## src/verilog/lpif_link_pkg.sv

```systemverilog
package lpif_link_pkg;

  ////////////////////////////////////////////////////////////
  // Field widths and lane geometry

  localparam int STATE_WIDTH  = 4;
  localparam int PROTID_WIDTH = 2;
  localparam int DATA_WIDTH   = 64;
  localparam int CRC_WIDTH    = 16;
  localparam int DELAY_WIDTH  = 16;
  localparam int DEBUG_WIDTH  = 16;

  localparam int NUM_LANES    = 3;
  localparam int LANE_WIDTH   = 32;
  // Top bit of each lane word is the strobe
  localparam int STB_BIT      = LANE_WIDTH - 1;
  localparam int LANE_PAYLOAD = LANE_WIDTH - 1;

  ////////////////////////////////////////////////////////////
  // LPIF field types

  typedef logic [STATE_WIDTH-1:0]  lpif_state_t;
  typedef logic [PROTID_WIDTH-1:0] lpif_protid_t;
  typedef logic [DATA_WIDTH-1:0]   lpif_data_t;
  typedef logic [CRC_WIDTH-1:0]    lpif_crc_t;

  // Valid sits in bit 0
  typedef struct packed {
    lpif_state_t  state;
    lpif_protid_t protid;
    lpif_data_t   data;
    logic         dvalid;
    lpif_crc_t    crc;
    logic         crc_valid;
    logic         valid;
  } lpif_flit_t;

  localparam int FLIT_WIDTH   = $bits(lpif_flit_t);
  localparam int STRIPE_WIDTH = NUM_LANES * LANE_PAYLOAD;
  // Unused tail of lane 2, always sent as zero
  localparam int SPARE_BITS   = STRIPE_WIDTH - FLIT_WIDTH;

  ////////////////////////////////////////////////////////////
  // PHY, config and status types

  typedef logic [LANE_WIDTH-1:0]  lane_word_t;
  typedef logic [DELAY_WIDTH-1:0] delay_t;
  typedef logic [DEBUG_WIDTH-1:0] debug_cnt_t;

  typedef enum logic [1:0] {
    SYNC_OFFLINE,
    SYNC_WAIT,
    SYNC_ONLINE
  } sync_state_t;

  // Debug counters stick at all ones
  function automatic debug_cnt_t sat_inc(input debug_cnt_t cnt);
    debug_cnt_t next_cnt;
    next_cnt = (cnt == '1) ? cnt : cnt + 1'b1;
    return next_cnt;
  endfunction

endpackage

```

## src/verilog/lpif_online_delay.sv

```systemverilog
`timescale 1ns/100ps

module lpif_online_delay (
  input  logic                  clk_wr,
  input  logic                  rst,
  input  logic                  online,
  input  lpif_link_pkg::delay_t delay_value,
  output logic                  online_delayed
);

  import lpif_link_pkg::*;

  sync_state_t state;
  delay_t      count;

  ////////////////////////////////////////////////////////////
  // Online sync FSM

  always_ff @(posedge clk_wr) begin
    if (rst) begin
      state <= SYNC_OFFLINE;
      count <= '0;
    end else if (!online) begin
      // Any low sample drops the link at once
      state <= SYNC_OFFLINE;
      count <= '0;
    end else begin
      case (state)
        SYNC_OFFLINE: begin
          count <= delay_value;
          if (delay_value == '0) begin
            state <= SYNC_ONLINE;
          end else begin
            state <= SYNC_WAIT;
          end
        end
        SYNC_WAIT: begin
          // Last wait cycle when the count reaches one
          if (count <= delay_t'(1)) begin
            state <= SYNC_ONLINE;
          end else begin
            count <= count - 1'b1;
          end
        end
        SYNC_ONLINE: begin
          state <= SYNC_ONLINE;
        end
        default: begin
          state <= SYNC_OFFLINE;
        end
      endcase
    end
  end

  assign online_delayed = (state == SYNC_ONLINE);

  ////////////////////////////////////////////////////////////
  // Checks

  // No stale online level after the input dropped
  a_offline_drop: assert property (
    @(posedge clk_wr) disable iff (rst)
    !online |=> !online_delayed
  );

endmodule

```

## src/verilog/lpif_frame.sv

```systemverilog
`timescale 1ns/100ps

module lpif_frame (
  input  logic                        clk_wr,
  input  logic                        rst,

  // Downstream LPIF channel
  input  lpif_link_pkg::lpif_state_t  dstrm_state,
  input  lpif_link_pkg::lpif_protid_t dstrm_protid,
  input  lpif_link_pkg::lpif_data_t   dstrm_data,
  input  logic                        dstrm_dvalid,
  input  lpif_link_pkg::lpif_crc_t    dstrm_crc,
  input  logic                        dstrm_crc_valid,
  input  logic                        dstrm_valid,

  // Transmit side towards the striper
  output lpif_link_pkg::lpif_flit_t   tx_flit,
  output lpif_link_pkg::debug_cnt_t   tx_debug_status,

  // Receive side from the striper
  input  lpif_link_pkg::lpif_flit_t   rx_flit,

  // Upstream LPIF channel
  output lpif_link_pkg::lpif_state_t  ustrm_state,
  output lpif_link_pkg::lpif_protid_t ustrm_protid,
  output lpif_link_pkg::lpif_data_t   ustrm_data,
  output logic                        ustrm_dvalid,
  output lpif_link_pkg::lpif_crc_t    ustrm_crc,
  output logic                        ustrm_crc_valid,
  output logic                        ustrm_valid
);

  import lpif_link_pkg::*;

  ////////////////////////////////////////////////////////////
  // Downstream framing

  always_ff @(posedge clk_wr) begin
    if (rst) begin
      tx_flit <= '0;
    end else begin
      tx_flit.state     <= dstrm_state;
      tx_flit.protid    <= dstrm_protid;
      tx_flit.data      <= dstrm_data;
      tx_flit.dvalid    <= dstrm_dvalid;
      tx_flit.crc       <= dstrm_crc;
      tx_flit.crc_valid <= dstrm_crc_valid;
      tx_flit.valid     <= dstrm_valid;
    end
  end

  // Flits sent, counted as they enter the link
  always_ff @(posedge clk_wr) begin
    if (rst) begin
      tx_debug_status <= '0;
    end else if (dstrm_valid) begin
      tx_debug_status <= sat_inc(tx_debug_status);
    end
  end

  ////////////////////////////////////////////////////////////
  // Upstream unpacking

  always_ff @(posedge clk_wr) begin
    if (rst) begin
      ustrm_valid     <= 1'b0;
      ustrm_dvalid    <= 1'b0;
      ustrm_crc_valid <= 1'b0;
    end else begin
      ustrm_valid     <= rx_flit.valid;
      ustrm_dvalid    <= rx_flit.dvalid;
      ustrm_crc_valid <= rx_flit.crc_valid;
    end
  end

  // Payload fields only
  always_ff @(posedge clk_wr) begin
    ustrm_state  <= rx_flit.state;
    ustrm_protid <= rx_flit.protid;
    ustrm_data   <= rx_flit.data;
    ustrm_crc    <= rx_flit.crc;
  end

  // Qualifiers are dropped upstream in the striper when valid is clear
  a_qualifiers_need_valid: assert property (
    @(posedge clk_wr) disable iff (rst)
    !ustrm_valid |-> (!ustrm_dvalid && !ustrm_crc_valid)
  );

endmodule

```

## src/verilog/lpif_lane_stripe.sv

```systemverilog
`timescale 1ns/100ps

module lpif_lane_stripe (
  input  logic                      clk_wr,
  input  logic                      rst,

  // Transmit side
  input  logic                      tx_online,
  input  lpif_link_pkg::lpif_flit_t tx_flit,
  output lpif_link_pkg::lane_word_t tx_phy0,
  output lpif_link_pkg::lane_word_t tx_phy1,
  output lpif_link_pkg::lane_word_t tx_phy2,

  // Receive side
  input  logic                      rx_online,
  input  lpif_link_pkg::lane_word_t rx_phy0,
  input  lpif_link_pkg::lane_word_t rx_phy1,
  input  lpif_link_pkg::lane_word_t rx_phy2,
  output lpif_link_pkg::lpif_flit_t rx_flit,
  output lpif_link_pkg::debug_cnt_t rx_debug_status
);

  import lpif_link_pkg::*;

  logic [STRIPE_WIDTH-1:0]    tx_stripe;
  lane_word_t [NUM_LANES-1:0] tx_next;
  lane_word_t [NUM_LANES-1:0] tx_lane;

  lane_word_t [NUM_LANES-1:0] rx_lane;
  logic [STRIPE_WIDTH-1:0]    rx_stripe;
  logic [NUM_LANES-1:0]       rx_stb;
  logic                       rx_accept;
  lpif_flit_t                 rx_next;

  ////////////////////////////////////////////////////////////
  // Transmit striping

  // Flit in the low bits, spare tail of lane 2 zero
  assign tx_stripe = {{SPARE_BITS{1'b0}}, tx_flit};

  always_comb begin
    for (int i = 0; i < NUM_LANES; i++) begin
      tx_next[i] = '0;
      if (tx_online) begin
        tx_next[i][STB_BIT]          = 1'b1;
        tx_next[i][LANE_PAYLOAD-1:0] = tx_stripe[i*LANE_PAYLOAD +: LANE_PAYLOAD];
      end
    end
  end

  always_ff @(posedge clk_wr) begin
    if (rst) begin
      tx_lane <= '0;
    end else begin
      tx_lane <= tx_next;
    end
  end

  assign tx_phy0 = tx_lane[0];
  assign tx_phy1 = tx_lane[1];
  assign tx_phy2 = tx_lane[2];

  ////////////////////////////////////////////////////////////
  // Receive destriping

  assign rx_lane = {rx_phy2, rx_phy1, rx_phy0};

  always_comb begin
    for (int i = 0; i < NUM_LANES; i++) begin
      rx_stb[i] = rx_lane[i][STB_BIT];
      rx_stripe[i*LANE_PAYLOAD +: LANE_PAYLOAD] = rx_lane[i][LANE_PAYLOAD-1:0];
    end
  end

  // Every lane must carry its strobe
  assign rx_accept = rx_online && (&rx_stb);

  always_comb begin
    rx_next = '0;
    if (rx_accept) begin
      rx_next = lpif_flit_t'(rx_stripe[FLIT_WIDTH-1:0]);
      // A word with valid clear carries no data or crc
      rx_next.dvalid    = rx_next.dvalid & rx_next.valid;
      rx_next.crc_valid = rx_next.crc_valid & rx_next.valid;
    end
  end

  always_ff @(posedge clk_wr) begin
    if (rst) begin
      rx_flit <= '0;
    end else begin
      rx_flit <= rx_next;
    end
  end

  // Online cycles with at least one strobe missing
  always_ff @(posedge clk_wr) begin
    if (rst) begin
      rx_debug_status <= '0;
    end else if (rx_online && !(&rx_stb)) begin
      rx_debug_status <= sat_inc(rx_debug_status);
    end
  end

endmodule

```

## src/verilog/lpif_link_top.sv

```systemverilog
`timescale 1ns/100ps

module lpif_link_top (
  input  logic                        clk_wr,
  input  logic                        rst,

  // Control
  input  logic                        tx_online,
  input  logic                        rx_online,
  input  lpif_link_pkg::delay_t       delay_x_value,
  input  lpif_link_pkg::delay_t       delay_z_value,

  // PHY lanes
  output lpif_link_pkg::lane_word_t   tx_phy0,
  output lpif_link_pkg::lane_word_t   tx_phy1,
  output lpif_link_pkg::lane_word_t   tx_phy2,
  input  lpif_link_pkg::lane_word_t   rx_phy0,
  input  lpif_link_pkg::lane_word_t   rx_phy1,
  input  lpif_link_pkg::lane_word_t   rx_phy2,

  // Downstream channel
  input  lpif_link_pkg::lpif_state_t  dstrm_state,
  input  lpif_link_pkg::lpif_protid_t dstrm_protid,
  input  lpif_link_pkg::lpif_data_t   dstrm_data,
  input  logic                        dstrm_dvalid,
  input  lpif_link_pkg::lpif_crc_t    dstrm_crc,
  input  logic                        dstrm_crc_valid,
  input  logic                        dstrm_valid,

  // Upstream channel
  output lpif_link_pkg::lpif_state_t  ustrm_state,
  output lpif_link_pkg::lpif_protid_t ustrm_protid,
  output lpif_link_pkg::lpif_data_t   ustrm_data,
  output logic                        ustrm_dvalid,
  output lpif_link_pkg::lpif_crc_t    ustrm_crc,
  output logic                        ustrm_crc_valid,
  output logic                        ustrm_valid,

  // Debug status
  output lpif_link_pkg::debug_cnt_t   tx_downstream_debug_status,
  output lpif_link_pkg::debug_cnt_t   rx_upstream_debug_status
);

  import lpif_link_pkg::*;

  logic       tx_online_delay;
  logic       rx_online_delay;
  lpif_flit_t tx_flit;
  lpif_flit_t rx_flit;

  ////////////////////////////////////////////////////////////
  // Online delay

  // Transmit waits delay_z cycles
  lpif_online_delay u_tx_sync (
    .clk_wr         (clk_wr),
    .rst            (rst),
    .online         (tx_online),
    .delay_value    (delay_z_value),
    .online_delayed (tx_online_delay)
  );

  // Receive waits delay_x cycles
  lpif_online_delay u_rx_sync (
    .clk_wr         (clk_wr),
    .rst            (rst),
    .online         (rx_online),
    .delay_value    (delay_x_value),
    .online_delayed (rx_online_delay)
  );

  ////////////////////////////////////////////////////////////
  // LPIF framing

  lpif_frame u_frame (
    .clk_wr          (clk_wr),
    .rst             (rst),
    .dstrm_state     (dstrm_state),
    .dstrm_protid    (dstrm_protid),
    .dstrm_data      (dstrm_data),
    .dstrm_dvalid    (dstrm_dvalid),
    .dstrm_crc       (dstrm_crc),
    .dstrm_crc_valid (dstrm_crc_valid),
    .dstrm_valid     (dstrm_valid),
    .tx_flit         (tx_flit),
    .tx_debug_status (tx_downstream_debug_status),
    .rx_flit         (rx_flit),
    .ustrm_state     (ustrm_state),
    .ustrm_protid    (ustrm_protid),
    .ustrm_data      (ustrm_data),
    .ustrm_dvalid    (ustrm_dvalid),
    .ustrm_crc       (ustrm_crc),
    .ustrm_crc_valid (ustrm_crc_valid),
    .ustrm_valid     (ustrm_valid)
  );

  ////////////////////////////////////////////////////////////
  // PHY lanes

  lpif_lane_stripe u_stripe (
    .clk_wr          (clk_wr),
    .rst             (rst),
    .tx_online       (tx_online_delay),
    .tx_flit         (tx_flit),
    .tx_phy0         (tx_phy0),
    .tx_phy1         (tx_phy1),
    .tx_phy2         (tx_phy2),
    .rx_online       (rx_online_delay),
    .rx_phy0         (rx_phy0),
    .rx_phy1         (rx_phy1),
    .rx_phy2         (rx_phy2),
    .rx_flit         (rx_flit),
    .rx_debug_status (rx_upstream_debug_status)
  );

endmodule

```

## config.mk

```make
export PLATFORM = sky130hd
export DESIGN_NAME = lpif_link_top
export DESIGN_NICKNAME = d
export VERILOG_FILES = /design/src/verilog/lpif_link_pkg.sv /design/src/verilog/lpif_online_delay.sv /design/src/verilog/lpif_frame.sv /design/src/verilog/lpif_lane_stripe.sv /design/src/verilog/lpif_link_top.sv
export SDC_FILE = /design/constraint.sdc
export NUM_CORES = 1
export LEC_CHECK = 0
export ABC_AREA = 1
export BUFFER_PORTS_ARGS = -buffer_cell sky130_fd_sc_hd__buf_2
export CELL_PAD_IN_SITES_DETAIL_PLACEMENT = 0
export CELL_PAD_IN_SITES_GLOBAL_PLACEMENT = 1
export CORE_AREA = 4 4 203 205
export DETAILED_ROUTE_END_ITERATION = 7
export DIE_AREA = 0 0 207 209
export PLACE_DENSITY_LB_ADDON = 0.05
export SYNTH_ARGS = -nofsm -noshare
export SYNTH_HDL_FRONTEND = slang
export SYNTH_SLANG_ARGS = --single-unit
```

## constraint.sdc

```tcl
create_clock -name clk_wr -period 1.92 [get_ports clk_wr]
set_input_delay 0 -clock clk_wr [delete_from_list [all_inputs] [get_ports clk_wr]]
set_output_delay 0 -clock clk_wr [all_outputs]
set_load 0.03 [all_outputs]
```

; After elaboration in Yosys (flattened, before gate mapping)
; Index checks and enable logic that the tools add are counted.
[totals]
inputBits = 221
wordCells = 88
out_inout_bits = 217
reg_bits = 431
[op_classes]
reduce_logical = 18
muxes = 13
add_sub_neg = 4
n_bitwise = 8
n_eq_ne = 10
magnitude_cmp = 2
[op_table]
columns = op, count
row1 = $mux W32, 3
row2 = $pmux W16 S2, 2
row3 = $add A16 B1 Y16 const B, 2
row4 = $eq A16 B16 Y1 const B, 2
row5 = $le A16 B1 Y1 const B, 2
row6 = $logic_not A16 Y1, 2
row7 = $mux W16, 2
row8 = $sub A16 B1 Y16 const B, 2
row9 = $pmux W2 S3, 2
row10 = $mux W2, 4
row11 = $reduce_and A2 Y1, 4
row12 = $reduce_or A2 Y1, 4
row13 = $not A1 Y1, 6
row14 = $eq A2 B1 Y1 const B, 2
row15 = $eq A2 B2 Y1 const B, 2
row16 = $logic_not A2 Y1, 2
row17 = $ne A2 B1 Y1 const B, 2
row18 = $ne A2 B2 Y1 const B, 2
row19 = $reduce_bool A2 Y1, 2
row20 = $reduce_and A3 Y1, 1
row21 = $and A1 B1 Y1, 2
row22 = $logic_and A1 B1 Y1, 2
row23 = $logic_not A1 Y1, 1

; Longest topological paths before layout
[logic_depth]
depth_word = 4
mapped_depth = 13
depth_no_buf = 12

; Hierarchy
; Synthesis repeated with hierarchy kept, for this count alone.
[unflattened]
hier_cells = 1794
hier_area_um2 = 14465.1
[modules_own_cells]
columns = mod, area_per_inst_um2, instances, cells_each
row1 = lpif_lane_stripe, 5969.5, 1, 706
row2 = lpif_frame, 5310.1, 1, 530
row3 = lpif_online_delay, 1592.8, 2, 279

; Least setup slack after synthesis
; Ideal clock, no wire load.
[synth_timing]
path_kind = register -> register
from = register u_frame.tx_debug_status[1]
to = register u_frame.tx_debug_status[6]
stages_incl_launch_ff = 10
setup_time_ps = 132
required_ps = 1788
slack_ps = 88
arrival_time_ps = 1700
path_buffers = 1
period_less_slack_ps = 1832
path_cell_list = dfxtp_1 > ha_1 > nand2_2 > nor2_4 > nand2_4 > o21ai_4 > inv_2 > buf_6 > nand2_1 > a21oi_1
[synth_via]
elab_chain_len = 3
elab_cells_between_ends = 4
classes_between = add/sub (1) / eq/ne (1) / bitwise (1) / reduce/logical (1)
[synth_lines]
columns = element, line
row1 = "start, declared", lpif_frame.sv:18  ; output lpif_link_pkg::debug_cnt_t tx_debug_status,
row2 = "start signal, assigned", lpif_frame.sv:57  ; tx_debug_status <= sat_inc(tx_debug_status);
row3 = branches (longest 3 deep; another with $add A16 B1 Y16), --
; Parallel ways; which one is timed is not known.
; A chain may end at the register's enable or synchronous reset.

; Worst setup path in the final report
[layout_timing]
from = register u_tx_sync.count[0]
to = register u_tx_sync.count[5]
[layout_via]
elab_chain_len = 3
elab_cells_between_ends = 6
classes_between = add/sub (1) / order compare (1) / eq/ne (1) / mux (2) / reduce/logical (1)
[layout_lines]
columns = element, line
row1 = "start, declared", lpif_online_delay.sv:14  ; delay_t count;
row2 = "start signal, assigned", lpif_online_delay.sv:30  ; count <= delay_value;
row3 = "start signal, assigned", lpif_online_delay.sv:42  ; count <= count - 1'b1;
row4 = $sub A16 B1 Y16 or $le A16 B1 Y1 (tied branches), "lpif_online_delay.sv:42, lpif_online_delay.sv:39"
row5 = $mux W16 or $ne A2 B2 Y1 (tied branches), --
row6 = $pmux W16 S2 or $reduce_and A2 Y1 (tied branches), --
; Parallel ways exist; a longest one is shown, timed or not. The select of a mux whose other input is x is not followed.

==> metrics.md <==
| Metric | Value |
|---|---|
| Final period utilization | 0.884 |
| Clock skew | 0.0142 ns |
| Ports | 438 |
| GP Congestion | 0.819 |
| Main combinational cell family by area after synthesis | simple AND/OR/NAND/NOR gates |
| CP startpoint kind | flip-flop |
| CP endpoint | u_tx_sync.count[5] |
| Hold Path Class | in2reg |
| CP max-delay cell | dfxtp_1 |
| Post-route DRC violation count | 0 |
| Synth Area in Adders | 0.0125 |
| Clock share of power | 0.442 |
| PD cells | 981 nW/um^2 |
| WP buf/inv | 3 |
| Routed Wire Length | 40.2 mm |
| Critical-path cell list | inv_1, ha_1, inv_1, nand2_1, nand2_1, nor2_1, nand2_1, nand2_2, nand2_1, clkinv_1, nor2_1, nor2_1 |
| Vias per std cell | 4.13 |
| Pre-antenna DRT Iters | 5 |
| WHS | -0.0562 ns |
| Setup TNS | 0 ns |
| Reg2reg start | u_tx_sync.count[0] |
| Seq pwr share | 0.455 |
| CTS Buffer Depth | 3 |
| Starting Density | 0.355 |
| Fin crit period | 1.70 ns |
| Slew HR | 0.517 |
| Largest net degree at the start of global routing | 120 |
| CTS sink count | 425 |
| Terminus of the critical flop-to-flop path | u_tx_sync.count[5] |
| Critical path class | reg2reg |
| Number of global-route vias before repair | 12000 |
| Rows | 73 |
| H-Tree Level Count | 2 |
| Total GRT Usage | 0.182 |
| Switch Pwr | 4790 uW |
| Critical Path Source | u_tx_sync.count[0] |
| Failing checks | hold timing |
| Worst path arrival time | 2.16 ns |
| Number of synthesized flops with an enable pin | 0 |
| Chip height | 209 um |
| Layout cells sized above 1 | 0.224 |
| CP peak stage delay | 0.37 ns |
| Pleak | 0.0105 uW |
| Internal power | 15300 uW |
| Worst Max-Slew Pin Slew | 0.724 ns |
| Combinational fraction of design power | 0.103 |
| Yosys cell types | 32 |
| Worst-path clk slew | 0.06 ns |
| Worst path most repeated cell | nand2_1 |
| Req. time, crit path | 2.38 ns |
| Async S/R FF share, synth | 0 |
| First-pass GRT wire length | 64.2 mm |
| Antenna Nets Post-Route | 0 |
| Post-synth top cells | 425 x dfxtp_1, 415 x nor2_1, 353 x inv_1 |
| Synth warn | 0 |
| Core box area | 39500 sq um |
| Mux contribution to synthesized area | 0 |
| WP depth | 12 |
| TritonCTS clock tree | done |
| Post-synthesis compound-gate area fraction | 0.0429 |
| DR vias | 12200 |
| Family with the most delay on the worst path | simple AND/OR/NAND/NOR gates |
| Fill cell count | 3813 |
| Cts bufs inserted | 46 |
| RSZ-0062 raised after global routing | no |
| Synth area leaders | dfxtp_1 61%, nor2_1 11%, inv_1 9.5% |
| CP max FO | 9 |
| Final hold viol count | 10 |
| Sw frac | 0.238 |
| Top cell type by total area after synthesis | dfxtp_1 |
| Clock Tree Root | clkbuf_16 |
| Post-DP HPWL | 28.4 mm |
| Initial antenna violation count | 0 |
| Layout Nets | 2631 |
| Die ar. | 43300 sq um |
| Diode count | 0 |
| Max rail drop VDD | 0.000641 V |
| Fin. max-slew vios | 0 |
| Syn Area/Cell | 8.11 sq um |
| Reg2Reg Depth | 12 |
| DRT iter0 DRCs | 525 |
| Endpoints failing setup | 0 |
| Die width | 207 um |
| I/O Buffers | 429 |
| Total gr overflow | 0 |
| #FFs+latches synth | 425 |
| Post-synthesis sequential area ratio | 0.608 |
| Status | complete, but fails checks |
| CP endpoint kind | flip-flop |
| Synth Area in Simple Gates | 0.210 |
| Most frequent cell after synthesis | dfxtp_1 |
| Leading register cell type out of synthesis | dfxtp_1 |
| Mapped Area | 14000 sq um |
| Reg-to-reg setup timing slack | 0.22 ns |
| Cells after Synth | 1726 |
| Xor/xnor cell area share of the yosys netlist | 0.0119 |
| F_max | 589 MHz |
| Clk_lat worst skew | 0.56 ns |
| DR WL/cell | 13.6 um |
| Syn-to-layout area delta | 46.8% |
| Max_cap viols | 0 |
| Yosys top cell area share | 0.608 |
-- sequential cells by signal, indices dropped and copies added (netlist names), 28 cells and up --
register	cells
u_stripe.tx_phy2	28
u_stripe.rx_flit	89
u_stripe.tx_phy0	31
u_frame.ustrm_data	64
u_frame.tx_flit	89
u_stripe.tx_phy1	31
-- stage by stage --
step                cells  cell area, sq um  power (uW)  setup WS (ns)   util
finish               2955             20500       20100          0.222  0.520
global route         2955             20500       21100         0.0235  0.520
CTS                  2956             20500       20400         0.0207  0.520
detailed placement   2657             16800       11100          0.204  0.426
global placement     2657             16800       11000          0.238  0.426
floorplan            1729             14000       10400         0.0881      -
-- worst register-to-register path: stages, from the launching register on --
cell and delay (ns):
dfxtp_1 0.37, inv_1 0.09, ha_1 0.25, inv_1 0.06
nand2_1 0.04, nand2_1 0.05, nor2_1 0.04, nand2_1 0.06
nand2_2 0.05, nand2_1 0.08, clkinv_1 0.26, nor2_1 0.19
nor2_1 0.05
-- power groups by stage --
| stage | Clock [uW] | Sequential (uW) | Combinational (uW) |
|---|---|---|---|
| 2_1_floorplan | 0 | 9380 | 1060 |
| 3_3_place_gp | 0 | 9340 | 1700 |
| 3_5_place_dp | 0 | 9350 | 1720 |
| 4_1_cts | 9170 | 9150 | 2100 |
| 5_1_grt | 9560 | 9180 | 2370 |
| 6_report | 8900 | 9150 | 2080 |
-- routing by layer --
layer  part of all wire  GRT usage
met1               0.43      0.226
met2               0.48      0.303
met3              0.063     0.0477
met4              0.034     0.0698
met5                  0          0
-- area by class of cell --
type | instances | area (sq um) | share of cell area
inverters | 356 | 1340 | 0.0651
clock buffers | 67 | 1340 | 0.0653
well taps | 525 | 657 | 0.0320
repair buffers | 673 | 4580 | 0.223
multi-input cells | 894 | 3910 | 0.191
flip-flops and latches | 425 | 8510 | 0.414
clock inverters | 15 | 196 | 0.00956
-- cell usage in the layout (no fill, tap or decap), types with 2 or more instances in the layout --
master and count:
clkbuf_16 47, ha_1 14, nor3_1 3, xor2_1 12, clkinv_1 2, buf_12 5
nand3b_1 2, nand2_2 2, nand2_1 248, inv_1 353, buf_4 24, nor2_2 5
o21ai_1 5, xnor2_1 7, o21ai_0 61, clkinv_2 8, conb_1 4, nand4_1 11
a21oi_1 41, nand2_4 3, clkbuf_1 11, nor2_1 414, bufinv_16 4, nor2_4 3
dfxtp_1 425, o21bai_1 2, buf_2 428, clkbuf_8 9, nand3_1 51, a21boi_0 2
dlygate4sd3_1 216
-- worst min-delay path by stage --
stage	startpoint	to	slack [ns]	cells past startpoint
after floorplan	dstrm_valid	u_frame.tx_flit[0]	0.11	2
after global placement	dstrm_data[62]	u_frame.tx_flit[81]	0.20	3
after detailed placement	dstrm_data[41]	u_frame.tx_flit[60]	0.21	3
after CTS	rx_phy1[31]	u_stripe.rx_debug_status[12]	0.005	6
after global routing	rst	u_frame.tx_flit[15]	0.04	3
final	rst	u_frame.tx_debug_status[8]	-0.06	3
-- kinds of logic after synthesis --
logic type	Yosys count
buf+inv	410
xor+xnor	19
fa+ha+maj	14
compound gates	114
simple gates	743
other cells	1
flops	425
-- repair_timing --
action | 4_1_cts | 5_1_grt
setup endpoints to repair | 0 | 5
hold buffers | 217 | 0
gates resized for setup | 0 | 5
hold endpoints to repair | 229 | 0
setup buffers | 0 | 0
Power figures use the tool's default switching activity.
